### src/hw/forth_find_pkg.sv
// forth lookup shared definitions
// widths, chain terminator and the state and select enums
package forth_find_pkg;

    localparam int dict_addr_w = 16;                // dictionary byte address
    localparam int name_max = 8;                    // longest word name in bytes
    localparam logic [dict_addr_w-1:0] link_end = '1; // end of a dictionary chain

    // word finder FSM, one state per field of an entry
    typedef enum logic [2:0] {
        IDLE,       // waiting for start
        LINK_LO,    // link low byte on rd_data
        LINK_HI,    // link high byte on rd_data
        LEN,        // name length on rd_data
        NAME,       // name byte on rd_data
        CODE_LO,    // code field low byte on rd_data
        CODE_HI,    // code field high byte on rd_data
        NEXT        // check saved link, issue read of entry
    } finder_state;

    // search coordinator FSM
    typedef enum logic [1:0] {
        WAIT_REQ,   // queue empty or finders idle
        SEARCH,     // both finders running
        REPLY       // response and credit out
    } coord_state;

    // which dictionary matched
    typedef enum logic {
        DICT_USER,
        DICT_CORE
    } dict_sel;

endpackage

### src/hw/search_coordinator.sv
// search coordinator
// queues requests under credit control, runs both finders on the queue
// head and merges their results, user dictionary first
module search_coordinator import forth_find_pkg::*; #(
    parameter int QUEUE_DEPTH = 2               // also initial credits
) (
    input  logic                    clk,
    input  logic                    rst,
    input  logic                    req_valid,
    input  logic [name_max*8-1:0]   req_name,
    input  logic [3:0]              req_len,
    input  logic                    user_done,
    input  logic                    user_hit,
    input  logic [dict_addr_w-1:0]  user_xt,
    input  logic                    core_done,
    input  logic                    core_hit,
    input  logic [dict_addr_w-1:0]  core_xt,
    output logic                    credit,      // one credit back per response
    output logic                    rsp_valid,
    output logic                    rsp_hit,
    output dict_sel                 rsp_dict,
    output logic [dict_addr_w-1:0]  rsp_xt,
    output logic                    start,       // to both finders
    output logic [name_max*8-1:0]   name,        // queue head, steady until done
    output logic [3:0]              len
);

    localparam int ptr_w = (QUEUE_DEPTH > 1) ? $clog2(QUEUE_DEPTH) : 1;
    localparam int cnt_w = $clog2(QUEUE_DEPTH + 1);

    coord_state state;

    logic [name_max*8-1:0] q_name [0:QUEUE_DEPTH-1];
    logic [3:0]            q_len  [0:QUEUE_DEPTH-1];
    logic [ptr_w-1:0]      wr_ptr;
    logic [ptr_w-1:0]      rd_ptr;
    logic [cnt_w-1:0]      count;               // entries waiting or in search
    logic                  user_got;            // done seen from user finder
    logic                  core_got;
    logic                  pop;

    assign pop = (state == REPLY);

    // queue storage, credits guarantee a free slot
    always_ff @(posedge clk) begin
        if (req_valid) begin
            q_name[wr_ptr] <= req_name;
            q_len[wr_ptr]  <= req_len;
        end
    end

    assign name = q_name[rd_ptr];
    assign len  = q_len[rd_ptr];

    always_ff @(posedge clk) begin
        if (rst) begin
            wr_ptr   <= '0;
            rd_ptr   <= '0;
            count    <= '0;
            state    <= WAIT_REQ;
            start    <= 1'b0;
            user_got <= 1'b0;
            core_got <= 1'b0;
        end else begin
            start <= 1'b0;
            if (req_valid) begin
                wr_ptr <= (wr_ptr == ptr_w'(QUEUE_DEPTH - 1)) ? '0 : wr_ptr + 1'b1;
            end
            if (pop) begin
                rd_ptr <= (rd_ptr == ptr_w'(QUEUE_DEPTH - 1)) ? '0 : rd_ptr + 1'b1;
            end
            case ({req_valid, pop})
                2'b10:   count <= count + 1'b1;
                2'b01:   count <= count - 1'b1;
                default: count <= count;        // both or neither
            endcase
            case (state)
                WAIT_REQ: begin
                    if (count != '0) begin
                        start    <= 1'b1;       // launch both finders
                        user_got <= 1'b0;
                        core_got <= 1'b0;
                        state    <= SEARCH;
                    end
                end
                SEARCH: begin
                    user_got <= user_got | user_done;
                    core_got <= core_got | core_done;
                    if ((user_got | user_done) && (core_got | core_done)) begin
                        state <= REPLY;
                    end
                end
                default: state <= WAIT_REQ;     // REPLY lasts one cycle
            endcase
        end
    end

    // merge, user redefinition shadows core
    assign rsp_valid = pop;
    assign credit    = pop;
    assign rsp_hit   = user_hit | core_hit;
    assign rsp_dict  = (core_hit && !user_hit) ? DICT_CORE : DICT_USER;
    assign rsp_xt    = user_hit ? user_xt : (core_hit ? core_xt : '0);

endmodule

### config.mk
export PLATFORM = sky130hd
export DESIGN_NAME = search_coordinator
export DESIGN_NICKNAME = d
export VERILOG_FILES = /design/src/hw/forth_find_pkg.sv /design/src/hw/search_coordinator.sv
export SDC_FILE = /design/constraint.sdc
export NUM_CORES = 1
export LEC_CHECK = 0
export BUFFER_PORTS_ARGS = -buffer_cell sky130_fd_sc_hd__buf_2
export CAP_MARGIN = 20
export CORE_MARGIN = 2
export CORE_UTILIZATION = 45
export DETAILED_ROUTE_END_ITERATION = 7
export HOLD_SLACK_MARGIN = 0.12
export PLACE_DENSITY = 0.82
export SLEW_MARGIN = 20
export SYNTH_ARGS = -nofsm -noshare
export SYNTH_HDL_FRONTEND = slang
export SYNTH_SLANG_ARGS = --single-unit
### constraint.sdc
create_clock -name clk -period 4.4 [get_ports clk]
set_input_delay 1.1 -clock clk [delete_from_list [all_inputs] [get_ports clk]]
set_output_delay 1.1 -clock clk [all_outputs]
set_load 0.1 [all_outputs]
Yosys cells after proc, flatten, opt, wreduce, memory -nomap -nowiden

Memory sizes are Yosys's and may differ from the RTL's. A register that Yosys moved wholly into a read port is not among the register bits.
Index checks and enable logic that the tools add are counted.

Memories: 2
Input bits: 107
Word-level logic and storage cells: 52
Output and inout bits: 89
Memory bits (writable): 136
Register bits: 9

Memories:

| name   | depth | bits a word | rd ports | clocked after Yosys merged registers in | write ports | RTL line                 | RTL |
|---|---|---|---|---|---|---|---|
| q_name | 2     | 64          | 1        | 1                                       | 1           | search_coordinator.sv:33 | `logic [name_max*8-1:0] q_name [0:QUEUE_DEPTH-1];` |
| q_len  | 2     | 4           | 1        | 1                                       | 1           | search_coordinator.sv:34 | `logic [3:0] q_len [0:QUEUE_DEPTH-1];` |

Multiplexer cells: 19
Bitwise gates (word level): 4
Reductions and logical operators: 10
$add $sub $neg: 4
Equal/unequal tests: 6

Operators by type and width:

| cell                                                                  | count |
|---|---|
| 16-bit two-way mux                                                    | 2 |
| 1-bit two-way mux                                                     | 11 |
| 2-bit one-hot mux with 2 select lines                                 | 2 |
| 2-bit nonzero test                                                    | 3 |
| 2-bit by 1-bit equality test with 1-bit output, second input constant | 2 |
| 2-bit equality test, second input constant                            | 2 |
| 2-bit two-way mux                                                     | 2 |
| 2-bit inequality test, second input constant                          | 2 |
| 1-bit one-hot mux with 2 select lines                                 | 2 |
| 2-bit AND reduction                                                   | 2 |
| 1-bit bitwise OR                                                      | 3 |
| 1-bit adder, second input constant                                    | 2 |
| 2-bit by 1-bit adder with 2-bit output, second input constant         | 1 |
| 1-bit logical AND                                                     | 2 |
| 2-bit zero test                                                       | 1 |
| 2-bit OR reduction                                                    | 1 |
| 2-bit by 1-bit subtractor with 2-bit output, second input constant    | 1 |
| 1-bit zero test                                                       | 1 |
| 1-bit NOT                                                             | 1 |

Longest topological paths before layout

Depth in word-level cells: 4
Mapped depth: 5
Depth with buffers taken out: 5

Least setup slack after synthesis

OpenSTA, ideal clock, no wires.

Kind: in2out
Start: in user_hit
End: out rsp_xt[14]
Buffers on the path: 2
Slack: -0.284 ns
Required time: 3.300 ns
Stages: 3
Data arrival time: 3.584 ns
Cell sequence: buf_2 buf_1 o21ai_0

Word-level cells in the longest chain between the ends: 1

RTL lines:

| item               | RTL line                  | RTL |
|---|---|---|
| start: declaration | search_coordinator.sv:13  | `input logic user_hit,` |
| 16-bit two-way mux | search_coordinator.sv:103 | `assign rsp_xt = user_hit ? user_xt : (core_hit ? core_xt : '0);` |
| end: declaration   | search_coordinator.sv:22  | `output logic [dict_addr_w-1:0] rsp_xt,` |

No other way between the ends.

Final worst setup path

Start: in user_hit
End: out rsp_xt[4]

The elaborated chain is that of the path after synthesis.

==> results.py <==
metrics = {
    "critical_path": {
        "slowest_delay_ns": 0.51,
        "r2r-end": "q_name[1][0]$_DFFE_PP_",
        "crit_family": "buffers and inverters",
        "arrival_ns": 2.65,
        "critPathRequiredTime_ns": 3.30,
        "critPathLaunch": "user_hit",
        "r2r_cells": 1,
        "cp_common_cell": "buf_2",
        "r2r_slack_ns": 2.75,
        "cp-end-kind": "output pin",
        "worstPathCellList": "buf_2, nor2b_1, buf_4, a22o_1, buf_2",
        "endpoint": "rsp_xt[4]",
        "cp-start-kind": "input pin",
        "r2r_start": "wr_ptr$_SDFFE_PP0P_",
        "crit_cells": 5,
        "critPathMaxFanout": 19,
        "crit_slowest_cell": "nor2b_1",
        "crit_type": "input pin to output pin",
        "cp_num_buf_inv": 3,
    },
    "drt": {
        "drc": 0,
        "vias": 3191,
        "vias_per_cell": 4.99,
        "drt_iter0_drc": 240,
        "ant_nets": 0,
        "drt-total-wl_um": 10500,
        "first_pass_iters": 4,
        "avgRoutedWirePerCell_um": 16.4,
    },
    "power": {
        "internal_power_uw": 2760,
        "vdd_drop_max_mv": 0.274,
        "p_comb_share_pct": 18.8,
        "power_leakage_uw": 0.00282,
        "power_uw": 3910,
        "clkPwrFrac_pct": 39.2,
        "pwr-share-seq_pct": 42.0,
        "power_density_nw_per_um2": 543,
        "power_switching_uw": 1150,
        "sw_frac_of_total_pct": 29.5,
    },
    "cells_and_area": {
        "design_area_um2": 7210,
        "num_antenna_cells": 0,
        "regArea_um2": 4290,
        "drive_gt1_share_pct": 60.6,
        "finish.net_count": 587,
        "fillCellCount": 899,
        "syn_to_final_growth_pct": 31.7,
        "multiInputGateArea_um2": 1100,
    },
    "sta": {
        "drv_slew": 0,
        "finalSetupTns_ns": 0,
        "min_period_ns": 3.75,
        "fmax_mhz": 267,
        "maxSlewHeadroom_pct": 35.2,
        "setup_viol": 0,
        "rsz0062_at_grt": "no",
        "tightest_slew_ns": 0.972,
        "fin_worst_skew_ns": 0.00535,
        "period_share_pct": 85.1,
        "finalHoldViolCount": 0,
    },
    "synthesis": {
        "synth_area_um2": 5470,
        "yosysUniqueCellTypes": 25,
        "synth_top_area_cell": "edfxtp_1",
        "synth-seq-cells": 146,
        "syn-num-nets": 385,
        "yosys.area.top_type_share_pct": 74.6,
        "synth_area_leaders": "edfxtp_1 (75%), mux2_2 (14%), dfxtp_1 (3.7%)",
        "postSynthAreaPerCell_um2": 19.8,
        "synth_seq_area_share_pct": 78.3,
        "syn_inst": 277,
        "ys.warnings.count": 0,
    },
    "global_routing": {
        "grt_antenna_before_repair": 0,
        "grt_pass1_vias": 3306,
        "grt_first_pass_wirelength_um": 15400,
        "grt_max_degree": 69,
        "grt_overflow_total": 0,
        "grt.total_usage_pct": 15.9,
    },
    "floorplanning": {
        "initial_core_util_pct": 45.7,
        "fp.dieArea_um2": 13100,
        "io-pin-count": 196,
        "die_height_um": 114,
        "rows": 40,
        "die_x_um": 114,
        "core_area_um2": 12000,
    },
    "cts": {
        "cts_inserted_buffers": 17,
        "post_cts_buffers": 0,
        "cts_buffer_depth": 2,
        "root_buffer": "clkbuf_16",
        "cts_num_sinks": 146,
        "cts_hold_buf": 0,
        "htree_levels": 4,
        "clk_pin_slew_ns": 0.05,
        "cts-resized-gates": 0,
        "insertion_delay_ns": 0.41,
        "cts_tree": "built",
    },
    "worst_hold_path": {
        "hold_class": "flip-flop to flip-flop",
    },
    "place": {
        "port_buffers": 195,
        "place_hpwl_um": 6890,
        "gp_congestion": 0.753,
        "dpl-instance-area_um2": 6570,
    },
    "flow_run": {
        "maxCapViolations": 0,
    },
    "run_status": {
        "status": "finished clean",
    },
}
-- how the worst min path moves through the flow --
stage | start | endpoint | slack [ns] | depth (start not counted)
global route | user_got$_SDFFE_PP0P_ | user_got$_SDFFE_PP0P_ | 0.54 | 2
floorplan | count[1]$_SDFFE_PP0P_ | count[1]$_SDFFE_PP0P_ | 0.47 | 2
global placement | count[1]$_SDFFE_PP0P_ | count[1]$_SDFFE_PP0P_ | 0.48 | 2
finish | rd_ptr$_SDFFE_PP0N_ | rd_ptr$_SDFFE_PP0N_ | 0.51 | 2
detailed placement | rd_ptr$_SDFFE_PP0N_ | rd_ptr$_SDFFE_PP0N_ | 0.50 | 2
CTS | core_got$_SDFFE_PP0P_ | core_got$_SDFFE_PP0P_ | 0.52 | 2
-- sequential cells by signal (all words and copies together), names as in the netlist, named ones only --
register  count
core_got      1
count         2
q_len         8
q_name      128
rd_ptr        1
start         1
state         2
user_got      1
wr_ptr        1
-- cell usage in the layout, fill, tap and decap left out, drive strengths merged --
cell / count
buf: 197
edfxtp: 136
mux2: 68
clkbuf: 19
a22o: 15
dfxtp: 10
nor2: 7
bufinv: 5
clkinv: 5
o21ai: 4
nand2: 3
nor2b: 3
xnor2: 3
a21oi: 3
nor3: 2
clkinvlp: 2
inv: 2
or2: 1
and2: 1
o22ai: 1
nor3b: 1
xor2: 1
or3: 1
o21a: 1
ha: 1
-- tightest hold or removal path: stages (launching register included) --
cell and delay (ns):
dfxtp_1 0.32, xnor2_1 0.08, nor2_1 0.08
-- cell type report --
class                   count  area share (%)
well taps                 147            2.55
inverters                   1          0.0521
clock buffers              19            6.01
multi-input cells         116            15.3
flip-flops and latches    146            59.5
repair buffers            197            13.7
clock inverters            13            2.88
-- cells by family after synthesis --
family	after synthesis	synth area share (%)
mux	68	14.0
simple gates	19	1.78
buf+inv	15	1.76
fa+ha+maj	1	0.229
flops	146	78.3
compound gates	24	3.29
xor+xnor	4	0.640
-- metal layers --
metal,GRT usage (%),share of wire [%],vias to the layer above
li1,-,-,1492
met1,16.6,38,1543
met2,28.8,53,143
met3,6.51,7.8,13
met4,5.85,1.2,0
met5,0,0,-
-- power groups by stage --
stage	sequential, uW	clock, uW	combinational [uW]
6_report	1640	1530	735
5_1_grt	1650	1620	760
4_1_cts	1650	1570	740
3_5_place_dp	1670	0	738
3_3_place_gp	1670	0	730
2_1_floorplan	1670	0	602
-- synth_stat cells (all sizes together) --
master / instances
xor2: 1
o22ai: 1
or2: 1
or3: 1
clkbuf: 1
a22o: 15
nor3b: 1
mux2: 68
nor2b: 3
buf: 13
edfxtp: 136
nor2: 7
nor3: 2
a21oi: 3
xnor2: 3
nand2: 3
o21ai: 4
ha: 1
o21a: 1
inv: 1
dfxtp: 10
and2: 1
-- metrics by stage --
stage	hold slack, ns	util, %	instances	setup slack, ns
after detailed placement	0.502	54.9	607	0.685
after global routing	0.538	60.3	639	0.530
after global placement	0.482	54.9	607	0.795
after floorplan	0.468	-	277	0.476
after CTS	0.518	60.3	639	0.683
final	0.512	60.3	639	0.654
Note: power is estimated with default switching activity, not from simulation.
