## src/hw/forth_find_pkg.sv

```systemverilog
// forth lookup shared definitions
// widths, chain terminator and the state and select enums
package forth_find_pkg;

    localparam int dict_addr_w = 16;                // dictionary byte address
    localparam int name_max = 8;                    // longest word name in bytes
    localparam logic [dict_addr_w-1:0] link_end = '1; // end of a dictionary chain

    // word finder FSM, one state per field of an entry
    typedef enum logic [2:0] {
        IDLE,       // waiting for start
        LINK_LO,    // link low byte on rd_data
        LINK_HI,    // link high byte on rd_data
        LEN,        // name length on rd_data
        NAME,       // name byte on rd_data
        CODE_LO,    // code field low byte on rd_data
        CODE_HI,    // code field high byte on rd_data
        NEXT        // check saved link, issue read of entry
    } finder_state;

    // search coordinator FSM
    typedef enum logic [1:0] {
        WAIT_REQ,   // queue empty or finders idle
        SEARCH,     // both finders running
        REPLY       // response and credit out
    } coord_state;

    // which dictionary matched
    typedef enum logic {
        DICT_USER,
        DICT_CORE
    } dict_sel;

endpackage

```

## src/hw/word_finder.sv

```systemverilog
// word finder
// walks one linked dictionary chain from head and compares each stored
// name to the requested one, returns hit and the code field address
module word_finder import forth_find_pkg::*; (
    input  logic                    clk,
    input  logic                    rst,
    input  logic                    start,       // one cycle, name and len held
    input  logic [name_max*8-1:0]   name,        // byte 0 in low bits
    input  logic [3:0]              len,
    input  logic [dict_addr_w-1:0]  head,        // newest entry of the chain
    input  logic [7:0]              rd_data,     // byte read last cycle
    output logic [dict_addr_w-1:0]  rd_addr,
    output logic                    done,        // one cycle pulse
    output logic                    hit,         // held until next start
    output logic [dict_addr_w-1:0]  xt           // code field address on hit
);

    finder_state state;

    logic [dict_addr_w-1:0] link;               // entry being examined
    logic [dict_addr_w-1:0] next_link;          // link field of that entry
    logic [7:0]             link_lo;            // low byte until high arrives
    logic [2:0]             idx;                // name byte under compare
    logic [7:0]             want;               // requested byte at idx

    assign want = name[{idx, 3'b000} +: 8];

    // control state
    always_ff @(posedge clk) begin
        if (rst) begin
            state <= IDLE;
            done  <= 1'b0;
            hit   <= 1'b0;
        end else begin
            done <= 1'b0;                       // pulse by default
            case (state)
                IDLE: begin
                    if (start) begin
                        hit   <= 1'b0;          // fresh search
                        state <= NEXT;
                    end
                end
                NEXT: begin
                    if (link == link_end) begin
                        done  <= 1'b1;          // chain exhausted, miss
                        state <= IDLE;
                    end else begin
                        state <= LINK_LO;
                    end
                end
                LINK_LO: state <= LINK_HI;
                LINK_HI: state <= LEN;
                LEN: begin
                    if (rd_data != {4'b0000, len}) begin
                        state <= NEXT;          // length differs, skip entry
                    end else if (len == 4'd0) begin
                        state <= CODE_LO;       // empty name, code field follows
                    end else begin
                        state <= NAME;
                    end
                end
                NAME: begin
                    if (rd_data != want) begin
                        state <= NEXT;          // first differing byte
                    end else if ({1'b0, idx} == len - 4'd1) begin
                        state <= CODE_LO;       // whole name matched
                    end
                end
                CODE_LO: state <= CODE_HI;
                CODE_HI: begin
                    done  <= 1'b1;
                    hit   <= 1'b1;
                    state <= IDLE;
                end
                default: state <= IDLE;
            endcase
        end
    end

    // address walk, one read issued ahead of each compare
    always_ff @(posedge clk) begin
        case (state)
            IDLE: begin
                if (start) begin
                    link    <= head;
                    rd_addr <= head;            // link low byte next
                end
            end
            NEXT: rd_addr <= link + 1'b1;       // link high byte
            LINK_LO: begin
                link_lo <= rd_data;
                rd_addr <= rd_addr + 1'b1;      // length byte
            end
            LINK_HI: begin
                next_link <= {rd_data, link_lo};
                rd_addr   <= rd_addr + 1'b1;    // name byte 0
            end
            LEN: begin
                idx <= '0;
                if (rd_data != {4'b0000, len}) begin
                    link    <= next_link;       // follow the chain
                    rd_addr <= next_link;
                end else begin
                    rd_addr <= rd_addr + 1'b1;
                end
            end
            NAME: begin
                if (rd_data != want) begin
                    link    <= next_link;
                    rd_addr <= next_link;
                end else begin
                    idx     <= idx + 1'b1;
                    rd_addr <= rd_addr + 1'b1;  // next name byte or code field
                end
            end
            CODE_LO: begin
                xt      <= rd_addr - 1'b1;      // address of code field low byte
                rd_addr <= rd_addr + 1'b1;
            end
            default: ;                          // CODE_HI holds
        endcase
    end

endmodule

```

## config.mk

```make
export PLATFORM = sky130hd
export DESIGN_NAME = word_finder
export DESIGN_NICKNAME = d
export VERILOG_FILES = /design/src/hw/forth_find_pkg.sv /design/src/hw/word_finder.sv
export SDC_FILE = /design/constraint.sdc
export NUM_CORES = 1
export LEC_CHECK = 0
export BUFFER_PORTS_ARGS = -buffer_cell sky130_fd_sc_hd__buf_2
export CORE_MARGIN = 2
export CORE_UTILIZATION = 40
export CTS_BUF_LIST = sky130_fd_sc_hd__clkbuf_2 sky130_fd_sc_hd__clkbuf_4 sky130_fd_sc_hd__clkbuf_8
export DETAILED_ROUTE_END_ITERATION = 8
export GPL_TIMING_DRIVEN = 0
export HOLD_SLACK_MARGIN = 0.08
export SLEW_MARGIN = 20
export SYNTH_ARGS = -nofsm -noshare
export SYNTH_HDL_FRONTEND = slang
export SYNTH_SLANG_ARGS = --single-unit
```

## constraint.sdc

```tcl
create_clock -name clk -period 3.6 [get_ports clk]
set_input_delay 0.18 -clock clk [delete_from_list [all_inputs] [get_ports clk]]
set_output_delay 0.18 -clock clk [all_outputs]
set_load 0.03 [all_outputs]
```

* Word-level counts from Yosys, hierarchy flattened *
Index checks and enable logic that the tools add are counted.

word-level totals
  bits in registers = 80
  input bits = 95
  output and inout port bits = 34

cells by class
  add/subtract/negate cells = 5
  equal/unequal tests = 16
  shift-type cells = 1
  muxes and demuxes = 20
  reduce and logical (&&, ||, !) cells = 12

operator list
  kind                                                                  count
  16-bit two-way mux                                                    5
  16-bit case mux with 5 select lines                                   1
  64-bit by 7-bit indexed part select with 8-bit output                 1
  16-bit case mux with 3 select lines                                   1
  16-bit by 1-bit adder with 16-bit output, second input constant       2
  3-bit case mux with 8 select lines                                    1
  16-bit == test, second input constant                                 1
  16-bit by 1-bit subtractor with 16-bit output, second input constant  1
  3-bit == test, second input constant                                  4
  3-bit two-way mux                                                     4
  2-bit inequality test, second input constant                          4
  8-bit by 4-bit inequality test with 1-bit output                      1
  8-bit inequality test                                                 1
  2-bit AND reduction                                                   4
  3-bit by 2-bit == test with 1-bit output, second input constant       2
  3-bit case mux with 2 select lines                                    1
  5-bit nonzero test                                                    1
  3-bit by 4-bit == test with 1-bit output                              1
  4-bit logical NOT                                                     1
  1-bit two-way mux                                                     4
  1-bit case mux with 2 select lines                                    2
  4-bit AND reduction                                                   1
  2-bit nonzero test                                                    2
  4-bit by 1-bit subtractor with 4-bit output, second input constant    1
  other kinds (7)                                                       7

* Depth between registers and ports, before layout *
Gate-level depths: netlist of the first run.

  depth after elaboration = 5
  depth in mapped cells = 11
  gate-level depth less buffers = 8

* Worst setup path before layout of the first run *
OpenSTA, ideal clock, no wires.

  path kind = register to register
  from = register idx[0]
  to = register link[0] (enable)
  setup time = 388 ps
  data arrival time = 2,537 ps
  data required time = 3,212 ps
  slack = 675 ps
  stages on the path, launching flop included = 10
  clock period less this slack = 2,925 ps
  cells stage by stage = edfxtp_1 > buf_6 > buf_12 > buf_2 > mux2i_1 > a22oi_1 > and3_1 > o22ai_1 > nor4_1 > nor2_1

between the ends
  cells in the longest elaborated chain, start to end = 4

RTL lines
  element                                                line                RTL
  start: declaration                                     word_finder.sv:23   logic [2:0] idx;
  start signal: assignment                               word_finder.sv:112  idx <= idx + 1'b1;
  64-bit by 7-bit indexed part select with 8-bit output  word_finder.sv:26   assign want = name[{idx, 3'b000} +: 8];
  8-bit inequality test                                  word_finder.sv:108  if (rd_data != want) begin
  2-bit inequality test (no line)                        -
  4-bit AND reduction (no line)                          -
  end signal: assignment                                 word_finder.sv:101  link <= next_link;
  end signal: assignment                                 word_finder.sv:109  link <= next_link;
  end: declaration                                       word_finder.sv:20   logic [dict_addr_w-1:0] link;

Every way passes these cells.
A chain may end at the register's enable or synchronous reset.

* Worst setup path in the final report of the first run *
  from = register idx[2]
  to = register rd_addr[10], data pin

between the ends
  cells in the longest elaborated chain, start to end = 4

RTL lines
  element                                                line                RTL
  64-bit by 7-bit indexed part select with 8-bit output  word_finder.sv:26
  8-bit inequality test                                  word_finder.sv:108
  16-bit two-way mux                                     word_finder.sv:108
  16-bit case mux with 5 select lines                    word_finder.sv:82   case (state)
  end signal: assignment                                 word_finder.sv:89   NEXT: rd_addr <= link + 1'b1;
  end signal: assignment                                 word_finder.sv:110  rd_addr <= next_link;
  end signal: assignment                                 word_finder.sv:113  rd_addr <= rd_addr + 1'b1;
  end: declaration                                       word_finder.sv:12   output logic [dict_addr_w-1:0] rd_addr,

Every way passes these cells.

==> impl_results.html, run 1 <==
<table>
<tr><th>Metric</th><th>Value</th></tr>
<tr><th colspan="2">Clocking</th></tr>
<tr><td>Resize count post-CTS</td><td>0</td></tr>
<tr><td>Number of buffers added to fix hold violations after cts</td><td>8</td></tr>
<tr><td>Number of clock sinks</td><td>80</td></tr>
<tr><td>Total setup buffers inserted after CTS</td><td>0</td></tr>
<tr><td>Clock network latency to the later pin of the worst-skew pair</td><td>between 0.3 and 0.4 ns</td></tr>
<tr><td>Clock buffers created by TritonCTS</td><td>9</td></tr>
<tr><td>CTS max path bufs</td><td>2</td></tr>
<tr><td>Clock edge transition at the registers on the reported setup and hold paths</td><td>around 0.09 ns</td></tr>
<tr><td>CTS Root Buffer Type</td><td>sky130_fd_sc_hd__clkbuf_8</td></tr>
<tr><td>Number of H-tree branching levels</td><td>3</td></tr>
<tr><td>CTS tree</td><td>done</td></tr>
<tr><th colspan="2">Worst setup path</th></tr>
<tr><td>Cell depth of the worst flop-to-flop path</td><td>8</td></tr>
<tr><td>Flop2flop setup slack</td><td>between 0.3 and 0.4 ns</td></tr>
<tr><td>Startpoint of the most critical register-to-register path</td><td>idx[2]</td></tr>
<tr><td>Crit Path Max Fanout</td><td>10</td></tr>
<tr><td>Logic depth of the worst path, buffers included</td><td>8</td></tr>
<tr><td>Buffers &amp; Inverters on Critical Path</td><td>1</td></tr>
<tr><td>Startpoint class of the critical path</td><td>register</td></tr>
<tr><td>Worst flop-to-flop path endpoint</td><td>rd_addr[10]</td></tr>
<tr><td>Crit path capture type</td><td>register</td></tr>
<tr><td>Critical path required time</td><td>roughly 3.7 ns</td></tr>
<tr><td>Worst setup path startpoint</td><td>idx[2]</td></tr>
<tr><td>Slowest cell on the critical path</td><td>sky130_fd_sc_hd__buf_1</td></tr>
<tr><td>Arrival @ worst endpoint</td><td>roughly 3.4 ns</td></tr>
<tr><td>Family of cells with the greatest summed delay on the critical path</td><td>compound AO/OA/AOI/OAI gates</td></tr>
<tr><td>Worst path max stage delay</td><td>0.51 ns</td></tr>
<tr><td>Category of the most critical setup path</td><td>register to register</td></tr>
<tr><td>Cell Chain, Critical Path</td><td>buf_1 &gt; mux4_2 &gt; mux2i_1 &gt; xor2_1 &gt; o2111ai_2 &gt; o31a_1 &gt; or2_4 &gt; a221o_1</td></tr>
<tr><td>Critical Path Sink</td><td>rd_addr[10]</td></tr>
<tr><th colspan="2">Flow run</th></tr>
<tr><td>Max-cap violations</td><td>0</td></tr>
<tr><th colspan="2">Power and ir drop</th></tr>
<tr><td>Leak</td><td>roughly 2.4 nW</td></tr>
<tr><td>Worst supply voltage drop on vdd</td><td>around 0.00018 V</td></tr>
<tr><td>Net switching share of the total power</td><td>37.9%</td></tr>
<tr><td>Combinational share of power</td><td>approximately 37%</td></tr>
<tr><td>Total Power Consumption</td><td>between 3 and 4 mW</td></tr>
<tr><td>Net Switching</td><td>1.24 mW</td></tr>
<tr><td>Sequential cell fraction of total power</td><td>42.8%</td></tr>
<tr><td>Part of the total power dissipated in the clock network</td><td>around a fifth</td></tr>
<tr><td>Internal power</td><td>a little over 2 mW</td></tr>
<tr><td>Power per cell area</td><td>545 nW/µm²</td></tr>
<tr><th colspan="2">Detailed routing</th></tr>
<tr><td>DRC marker count from the first detailed-route iteration</td><td>around 240</td></tr>
<tr><td>Detailed-router iteration count before antenna repair</td><td>5</td></tr>
<tr><td>Post-detailed-route via-to-cell ratio</td><td>between 5 and 6</td></tr>
<tr><td>Post-detailed-route wirelength per cell</td><td>17.2 µm</td></tr>
<tr><td>Antenna-violating nets left</td><td>0</td></tr>
<tr><td>Post-route DRC</td><td>0</td></tr>
<tr><td>Number of vias in the routed layout</td><td>around 4000</td></tr>
<tr><td>Final WL</td><td>12700 µm</td></tr>
<tr><th colspan="2">STA</th></tr>
<tr><td>Final Hold Violating Endpoints</td><td>0</td></tr>
<tr><td>Period Utilization, post-route</td><td>approximately nine tenths</td></tr>
<tr><td>RSZ-0062 raised after global routing</td><td>no</td></tr>
<tr><td>Worst slew slack as a fraction of its limit</td><td>48.6%</td></tr>
<tr><td>Final worst path period need</td><td>3.24 ns</td></tr>
<tr><td>Transition time at the pin with the least slew margin</td><td>about 0.77 ns</td></tr>
<tr><td>Final setup vio count</td><td>0</td></tr>
<tr><td>Post-Route Setup TNS</td><td>0 ns</td></tr>
<tr><td>Clock tree skew after final layout</td><td>around 0.009 ns</td></tr>
<tr><td>Post-Route Hold Slack</td><td>just over 0.09 ns</td></tr>
<tr><td>Final Max Slew Viols</td><td>0</td></tr>
<tr><td>Maximum operating frequency</td><td>slightly above 0.3 GHz</td></tr>
<tr><th colspan="2">GRT</th></tr>
<tr><td>Global-route usage over all layers</td><td>19.5%</td></tr>
<tr><td>Antenna violations before repair</td><td>0</td></tr>
<tr><td>Overflow left after global routing</td><td>0</td></tr>
<tr><td>First-pass GRT wire length</td><td>just under 20000 µm</td></tr>
<tr><td>Pin count of the biggest net entering global routing</td><td>17</td></tr>
<tr><td>Via count of the first global-routing pass</td><td>about 3800</td></tr>
<tr><th colspan="2">Final layout</th></tr>
<tr><td>Fraction of final layout cells with drive strength greater than 1</td><td>between 30% and 40%</td></tr>
<tr><td>Multi-input gate area</td><td>around 2400 µm²</td></tr>
<tr><td>Final standard cell utilization of the core</td><td>around 50%</td></tr>
<tr><td>Fill cells</td><td>~1100</td></tr>
<tr><td>Storage element area</td><td>2350 µm²</td></tr>
<tr><td>Final Net Count</td><td>about 700</td></tr>
<tr><td>Area growth from synthesis to layout</td><td>23.1%</td></tr>
<tr><td>Antenna diodes</td><td>0</td></tr>
<tr><th colspan="2">Synthesis</th></tr>
<tr><td>Syn nets</td><td>~540</td></tr>
<tr><td>Share of synthesized registers carrying an async set or reset</td><td>0%</td></tr>
<tr><td>Unique cell type count in the Yosys netlist</td><td>49</td></tr>
<tr><td>Flip-flop and latch count after synthesis</td><td>80</td></tr>
<tr><td>Synth warn</td><td>0</td></tr>
<tr><td>Number of enable flip-flop cells after synthesis</td><td>75</td></tr>
<tr><td>Synthesized area per cell</td><td>roughly 11 µm²</td></tr>
<tr><td>Main flop type after synthesis</td><td>sky130_fd_sc_hd__edfxtp_1</td></tr>
<tr><td>Mapped cell area</td><td>about 5000 µm²</td></tr>
<tr><td>Post-Syn Instances</td><td>435</td></tr>
<tr><td>Portion of the post-synthesis area used by sequential elements</td><td>between 40% and 50%</td></tr>
<tr><th colspan="2">Place</th></tr>
<tr><td>Final weighted congestion in routability-driven placement</td><td>0.901</td></tr>
<tr><td>Total half-perimeter wirelength after legalization and detailed placement</td><td>~10000 µm</td></tr>
<tr><td>Port Buf Inserts</td><td>~130</td></tr>
<tr><th colspan="2">Floorplan</th></tr>
<tr><td>Floorplan die height</td><td>between 100 and 150 µm</td></tr>
<tr><td>Core area</td><td>12000 µm²</td></tr>
<tr><td>Initial Util</td><td>between 40% and 50%</td></tr>
<tr><td>Total number of placement rows</td><td>40</td></tr>
<tr><td>Area of the die</td><td>~13000 µm²</td></tr>
<tr><td>I/O pin count</td><td>about 130</td></tr>
<tr><td>Die X-Extent</td><td>115 µm</td></tr>
<tr><th colspan="2">Hold path</th></tr>
<tr><td>Worst hold-check path type</td><td>input port to register</td></tr>
<tr><th colspan="2">Outcome</th></tr>
<tr><td>Outcome</td><td>finished, final reports clean</td></tr>
</table>
[cell type report]
type                       count  share of cell area, %
tap                          147                   3.05
clock buffer                   9                   2.05
timing repair buffer         137                   12.1
multi-input combinational    321                   39.9
sequential                    80                   39.0
buffer                        22                   1.83
inverter                      12                  0.747
clock inverter                 7                   1.29
[layout by cell type (no fill, tap or decap), drive strengths merged, types with 7 or more instances in the layout]
cell         instances
nor4                 9
xor2                28
edfxtp              75
mux4                10
clkbuf              24
xnor2               27
dlygate4sd3          8
and3                12
a21oi               11
nor2                37
nor3                 7
mux2i               18
nand2               30
mux2                16
inv                 15
buf                136
o21ai               31
nand3               13
[synth_stat cells (all sizes together) (6+ instances only)]
cell type | number | area (µm²)
xnor2 | 27 | 236
nor2 | 37 | 139
nand4 | 6 | 37.5
mux2i | 18 | 180
edfxtp | 75 | 2250
mux2 | 16 | 180
and3 | 12 | 75.1
nor3 | 7 | 35.0
a21oi | 11 | 55.1
clkbuf | 15 | 56.3
o21ai | 31 | 155
a22oi | 6 | 45.0
o211ai | 6 | 45.0
mux4 | 10 | 248
buf | 7 | 53.8
nand3 | 13 | 65.1
nor4 | 9 | 56.3
ha | 6 | 75.1
nand2 | 30 | 113
inv | 12 | 45.0
xor2 | 28 | 245
[sequential cells by signal (all words and copies together), names as in the netlist]
signal,cells
next_link,16
link_lo,8
rd_addr,16
xt,16
done,1
idx,3
hit,1
state,3
link,16
[power groups by stage]
| stage | Combinational, mW | Clock (mW) | Sequential [mW] |
|---|---|---|---|
| 2_1_floorplan | 0.674 | 0 | 1.56 |
| 3_5_place_dp | 1.19 | 0 | 1.43 |
| 5_1_grt | 1.31 | 0.734 | 1.43 |
| 6_report | 1.20 | 0.676 | 1.40 |
| 4_1_cts | 1.20 | 0.699 | 1.40 |
| 3_3_place_gp | 1.16 | 0 | 1.42 |
[cell families after synthesis]
group / after synthesis / share of synthesized area (%)
DFF: 80 / 48.0
and+or+nand+nor: 135 / 13.9
muxes: 44 / 12.4
adders and majority gates: 6 / 1.53
buffers and inverters: 34 / 3.17
xor gates and xnor gates: 55 / 9.83
AOI/OAI and AO/OA: 81 / 11.2
[how the worst min path moves through the flow]
stage / start / to / slack [ns] / depth (start not counted)
final: rd_data[1] / next_link[9] / 0.09 / 1
after global routing: rd_data[1] / next_link[9] / 0.09 / 1
after CTS: rd_data[1] / link_lo[1] / 0.08 / 1
after detailed placement: link_lo[1] / next_link[1] / 0.40 / 0
after global placement: link_lo[1] / next_link[1] / 0.40 / 0
after floorplan: rst / state[2] / 0.25 / 1
[per-layer routing]
metal  GRT usage, %  vias up  part of all wire [%]
li1               -     1940                     -
met1           25.9     1860                    46
met2           32.3      164                    47
met3           2.81       24                   5.5
met4           7.48        0                   2.0
met5              0        -                     0
[through the flow]
step / setup WS [ns] / cells / area (µm²)
2_1_floorplan: 0.675 / 435 / 4900
3_3_place_gp: -0.0921 / 710 / 5720
3_5_place_dp: 0.356 / 711 / 5740
4_1_cts: 0.308 / 735 / 6020
5_1_grt: 0.111 / 735 / 6030
6_report: 0.362 / 735 / 6030
Power figures use the tool's default switching activity.
==> inputs of run 2 (changes only) <==
--- a/config.mk
+++ b/config.mk
@@ -10,6 +10,7 @@
 export CORE_UTILIZATION = 40
 export CTS_BUF_LIST = sky130_fd_sc_hd__clkbuf_2 sky130_fd_sc_hd__clkbuf_4 sky130_fd_sc_hd__clkbuf_8
 export DETAILED_ROUTE_END_ITERATION = 8
+export GPL_ROUTABILITY_DRIVEN = 0
 export GPL_TIMING_DRIVEN = 0
 export HOLD_SLACK_MARGIN = 0.08
 export SLEW_MARGIN = 20
==> constraint.sdc (replaced) <==
create_clock -name clk -period 3.5 [get_ports clk]
set_input_delay 0.175 -clock clk [delete_from_list [all_inputs] [get_ports clk]]
set_output_delay 0.175 -clock clk [all_outputs]
set_load 0.03 [all_outputs]
==> run 2 against run 1 <==
Via count fell by 0.80%. Design area fell by 0.58%. Register-to-register slack lost 0.16 ns. Critical path type unchanged. Critical endpoint is now rd_addr[2]. Highest routed layer unchanged.
==> impl_results.html, run 2 (synthesized netlist as in run 1, its figures left out) <==
<table>
<tr><th>Metric</th><th>Value</th></tr>
<tr><th colspan="2">Outcome</th></tr>
<tr><td>Outcome</td><td>finished, final reports clean</td></tr>
<tr><th colspan="2">Floorplan</th></tr>
<tr><td>Floorplan die height</td><td>between 100 and 150 µm</td></tr>
<tr><td>Die X-Extent</td><td>roughly 110 µm</td></tr>
<tr><td>Total number of placement rows</td><td>40</td></tr>
<tr><td>Core area</td><td>12000 µm²</td></tr>
<tr><td>Area of the die</td><td>roughly 13000 µm²</td></tr>
<tr><td>Initial Util</td><td>41.0%</td></tr>
<tr><td>I/O pin count</td><td>approximately 130</td></tr>
<tr><th colspan="2">Final layout</th></tr>
<tr><td>Fill cells</td><td>1072</td></tr>
<tr><td>Antenna diodes</td><td>0</td></tr>
<tr><td>Area growth from synthesis to layout</td><td>22.3%</td></tr>
<tr><td>Final Net Count</td><td>just under 700</td></tr>
<tr><td>Fraction of final layout cells with drive strength greater than 1</td><td>30.2%</td></tr>
<tr><td>Final standard cell utilization of the core</td><td>between 50% and 60%</td></tr>
<tr><td>Top library cells by usage in the layout, fill and taps aside</td><td>131 x sky130_fd_sc_hd__buf_2, 75 x sky130_fd_sc_hd__edfxtp_1, 34 x sky130_fd_sc_hd__nor2_1</td></tr>
<tr><td>Non-filler instance count after layout</td><td>roughly 730</td></tr>
<tr><td>Post-route cell area</td><td>around 6000 µm²</td></tr>
<tr><td>Most common library cell in the layout ignoring fill and taps</td><td>sky130_fd_sc_hd__buf_2</td></tr>
<tr><th colspan="2">Clocking</th></tr>
<tr><td>Clock buffers created by TritonCTS</td><td>9</td></tr>
<tr><td>Clock edge transition at the registers on the reported setup and hold paths</td><td>approximately 0.08 ns</td></tr>
<tr><td>Clock network latency to the later pin of the worst-skew pair</td><td>between 0.3 and 0.4 ns</td></tr>
<tr><td>CTS max path bufs</td><td>2</td></tr>
<tr><td>CTS Root Buffer Type</td><td>sky130_fd_sc_hd__clkbuf_8</td></tr>
<tr><td>Number of H-tree branching levels</td><td>3</td></tr>
<tr><td>Total setup buffers inserted after CTS</td><td>0</td></tr>
<tr><td>Number of clock sinks</td><td>80</td></tr>
<tr><td>CTS tree</td><td>done</td></tr>
<tr><th colspan="2">STA</th></tr>
<tr><td>Final setup vio count</td><td>0</td></tr>
<tr><td>RSZ-0062 raised after global routing</td><td>no</td></tr>
<tr><td>Final worst path period need</td><td>around 3.3 ns</td></tr>
<tr><td>Maximum operating frequency</td><td>just over 0.3 GHz</td></tr>
<tr><td>Final Max Slew Viols</td><td>0</td></tr>
<tr><td>Period Utilization, post-route</td><td>between 90% and 100%</td></tr>
<tr><td>Clock tree skew after final layout</td><td>between 0.015 and 0.02 ns</td></tr>
<tr><td>Worst slew slack as a fraction of its limit</td><td>between 40% and 50%</td></tr>
<tr><td>Transition time at the pin with the least slew margin</td><td>between 0.7 and 0.8 ns</td></tr>
<tr><td>Final Hold Violating Endpoints</td><td>0</td></tr>
<tr><th colspan="2">Place</th></tr>
<tr><td>Placed Instances</td><td>between 700 and 800</td></tr>
<tr><td>Post-place instance area</td><td>roughly 5700 µm²</td></tr>
<tr><td>Port Buf Inserts</td><td>~130</td></tr>
<tr><td>Total half-perimeter wirelength after legalization and detailed placement</td><td>between 9000 and 10000 µm</td></tr>
<tr><th colspan="2">Detailed routing</th></tr>
<tr><td>Number of vias in the routed layout</td><td>3956</td></tr>
<tr><td>Post-detailed-route via-to-cell ratio</td><td>roughly 5.4</td></tr>
<tr><td>Antenna-violating nets left</td><td>0</td></tr>
<tr><td>Post-route DRC</td><td>0</td></tr>
<tr><td>DRC marker count from the first detailed-route iteration</td><td>between 200 and 250</td></tr>
<tr><td>Post-detailed-route wirelength per cell</td><td>16.9 µm</td></tr>
<tr><td>Detailed-router iteration count before antenna repair</td><td>4</td></tr>
<tr><td>Final WL</td><td>~12000 µm</td></tr>
<tr><th colspan="2">Worst setup path</th></tr>
<tr><td>Category of the most critical setup path</td><td>register to register</td></tr>
<tr><td>Startpoint of the most critical register-to-register path</td><td>idx[2]</td></tr>
<tr><td>Crit Path Max Fanout</td><td>10</td></tr>
<tr><td>Startpoint class of the critical path</td><td>register</td></tr>
<tr><td>Worst flop-to-flop path endpoint</td><td>rd_addr[2]</td></tr>
<tr><td>Flop2flop setup slack</td><td>0.20 ns</td></tr>
<tr><td>Critical path required time</td><td>approximately 3.6 ns</td></tr>
<tr><td>Arrival @ worst endpoint</td><td>about 3.4 ns</td></tr>
<tr><td>Cell depth of the worst flop-to-flop path</td><td>8</td></tr>
<tr><td>Crit path capture type</td><td>register</td></tr>
<tr><td>Worst setup path startpoint</td><td>idx[2]</td></tr>
<tr><th colspan="2">Power and ir drop</th></tr>
<tr><td>Part of the total power dissipated in the clock network</td><td>around a fifth</td></tr>
<tr><td>Combinational share of power</td><td>a little under two fifths</td></tr>
<tr><td>Sequential cell fraction of total power</td><td>roughly 44%</td></tr>
<tr><td>Net Switching</td><td>between 1 and 1.5 mW</td></tr>
<tr><td>Worst supply voltage drop on vdd</td><td>0.000167 V</td></tr>
<tr><td>Power per cell area</td><td>between 500 and 600 nW/µm²</td></tr>
<tr><td>Internal power</td><td>2.02 mW</td></tr>
<tr><td>Net switching share of the total power</td><td>between 30% and 40%</td></tr>
<tr><td>Leak</td><td>2.36 nW</td></tr>
<tr><th colspan="2">Flow run</th></tr>
<tr><td>Max-cap violations</td><td>0</td></tr>
<tr><th colspan="2">GRT</th></tr>
<tr><td>Via count of the first global-routing pass</td><td>3814</td></tr>
<tr><td>Pin count of the biggest net entering global routing</td><td>17</td></tr>
<tr><td>Overflow left after global routing</td><td>0</td></tr>
<tr><td>First-pass GRT wire length</td><td>between 15000 and 20000 µm</td></tr>
<tr><td>Antenna violations before repair</td><td>0</td></tr>
<tr><td>Global-route usage over all layers</td><td>19.4%</td></tr>
<tr><th colspan="2">Hold path</th></tr>
<tr><td>Cell depth of the worst min-delay path</td><td>1</td></tr>
<tr><td>HP Start</td><td>rd_data[4]</td></tr>
<tr><td>Hold Crit Endpoint</td><td>link_lo[4]</td></tr>
<tr><td>Worst hold-check path type</td><td>input port to register</td></tr>
</table>
==> run 2: cell count changes in the layout (fill, tap and decap cells not counted), sizes merged <==
| cell | delta |
|---|---|
| buf | -1 |
| bufinv | -1 |
| clkinv | +1 |
| clkinvlp | -1 |
| dlygate4sd3 | -1 |
| inv | +1 |
==> run 2: worst max-delay path by stage <==
stage / endpoint / slack (ns) / cells past startpoint
2_1_floorplan: link[0] / 0.57 / 9
3_3_place_gp: link[14] / -0.09 / 9
3_5_place_dp: link[13] / 0.13 / 7
4_1_cts: link[4] / 0.11 / 7
5_1_grt: rd_addr[7] / 0.01 / 8
6_report: rd_addr[2] / 0.20 / 8
==> run 2: stage by stage <==
stage / TNS (ns) / hold slack, ns / total power [mW] / setup slack (ns)
after floorplan: 0 / 0.244 / 2.30 / 0.575
after global placement: -1.37 / 0.402 / 2.65 / -0.0866
after detailed placement: 0 / 0.405 / 2.68 / 0.126
after CTS: 0 / 0.0818 / 3.32 / 0.109
after global routing: 0 / 0.0823 / 3.50 / 0.0134
final: 0 / 0.0870 / 3.31 / 0.203
==> run 2: layout make-up <==
cell class                 instances  area (µm²)  area share [%]
buffer                            22         110            1.84
clock buffer                       9         124            2.07
clock inverter                     7        52.6           0.877
inverter                          12        45.0           0.752
multi-input combinational        321        2410            40.3
sequential                        80        2350            39.2
tap                              147         184            3.07
timing repair buffer             135         711            11.9
==> run 2: power groups by stage <==
stage / Clock [mW] / Sequential [mW] / Combinational (mW)
6_report: 0.638 / 1.44 / 1.23
3_3_place_gp: 0 / 1.46 / 1.19
5_1_grt: 0.686 / 1.47 / 1.35
4_1_cts: 0.651 / 1.44 / 1.23
3_5_place_dp: 0 / 1.46 / 1.21
2_1_floorplan: 0 / 1.61 / 0.693
==> run 2: routing by layer <==
| metal | track usage, % | share of wire (%) | wire (µm) |
|---|---|---|---|
| met5 | 0 | 0 | 0 |
| met4 | 7.72 | 2.1 | 260 |
| met2 | 31.7 | 47 | 5850 |
| met3 | 3.76 | 6.8 | 841 |
| met1 | 25.3 | 44 | 5400 |
==> run 2: timing repair <==
item / in CTS / in global routing
endpoints found under the setup margin: 0 / 16
hold buffers: 7 / 0
resized for setup: 0 / 2
endpoints found under the hold margin: 16 / 0
==> run 2: worst max-delay path, stage by stage (launching register included) <==
cell and delay (ns):
sky130_fd_sc_hd__edfxtp_1 0.47, sky130_fd_sc_hd__buf_1 0.52, sky130_fd_sc_hd__mux4_1 0.39, sky130_fd_sc_hd__mux2i_1 0.17
sky130_fd_sc_hd__xor2_1 0.22, sky130_fd_sc_hd__o2111ai_2 0.24, sky130_fd_sc_hd__o31a_1 0.40, sky130_fd_sc_hd__or2_4 0.28
sky130_fd_sc_hd__a221o_1 0.35
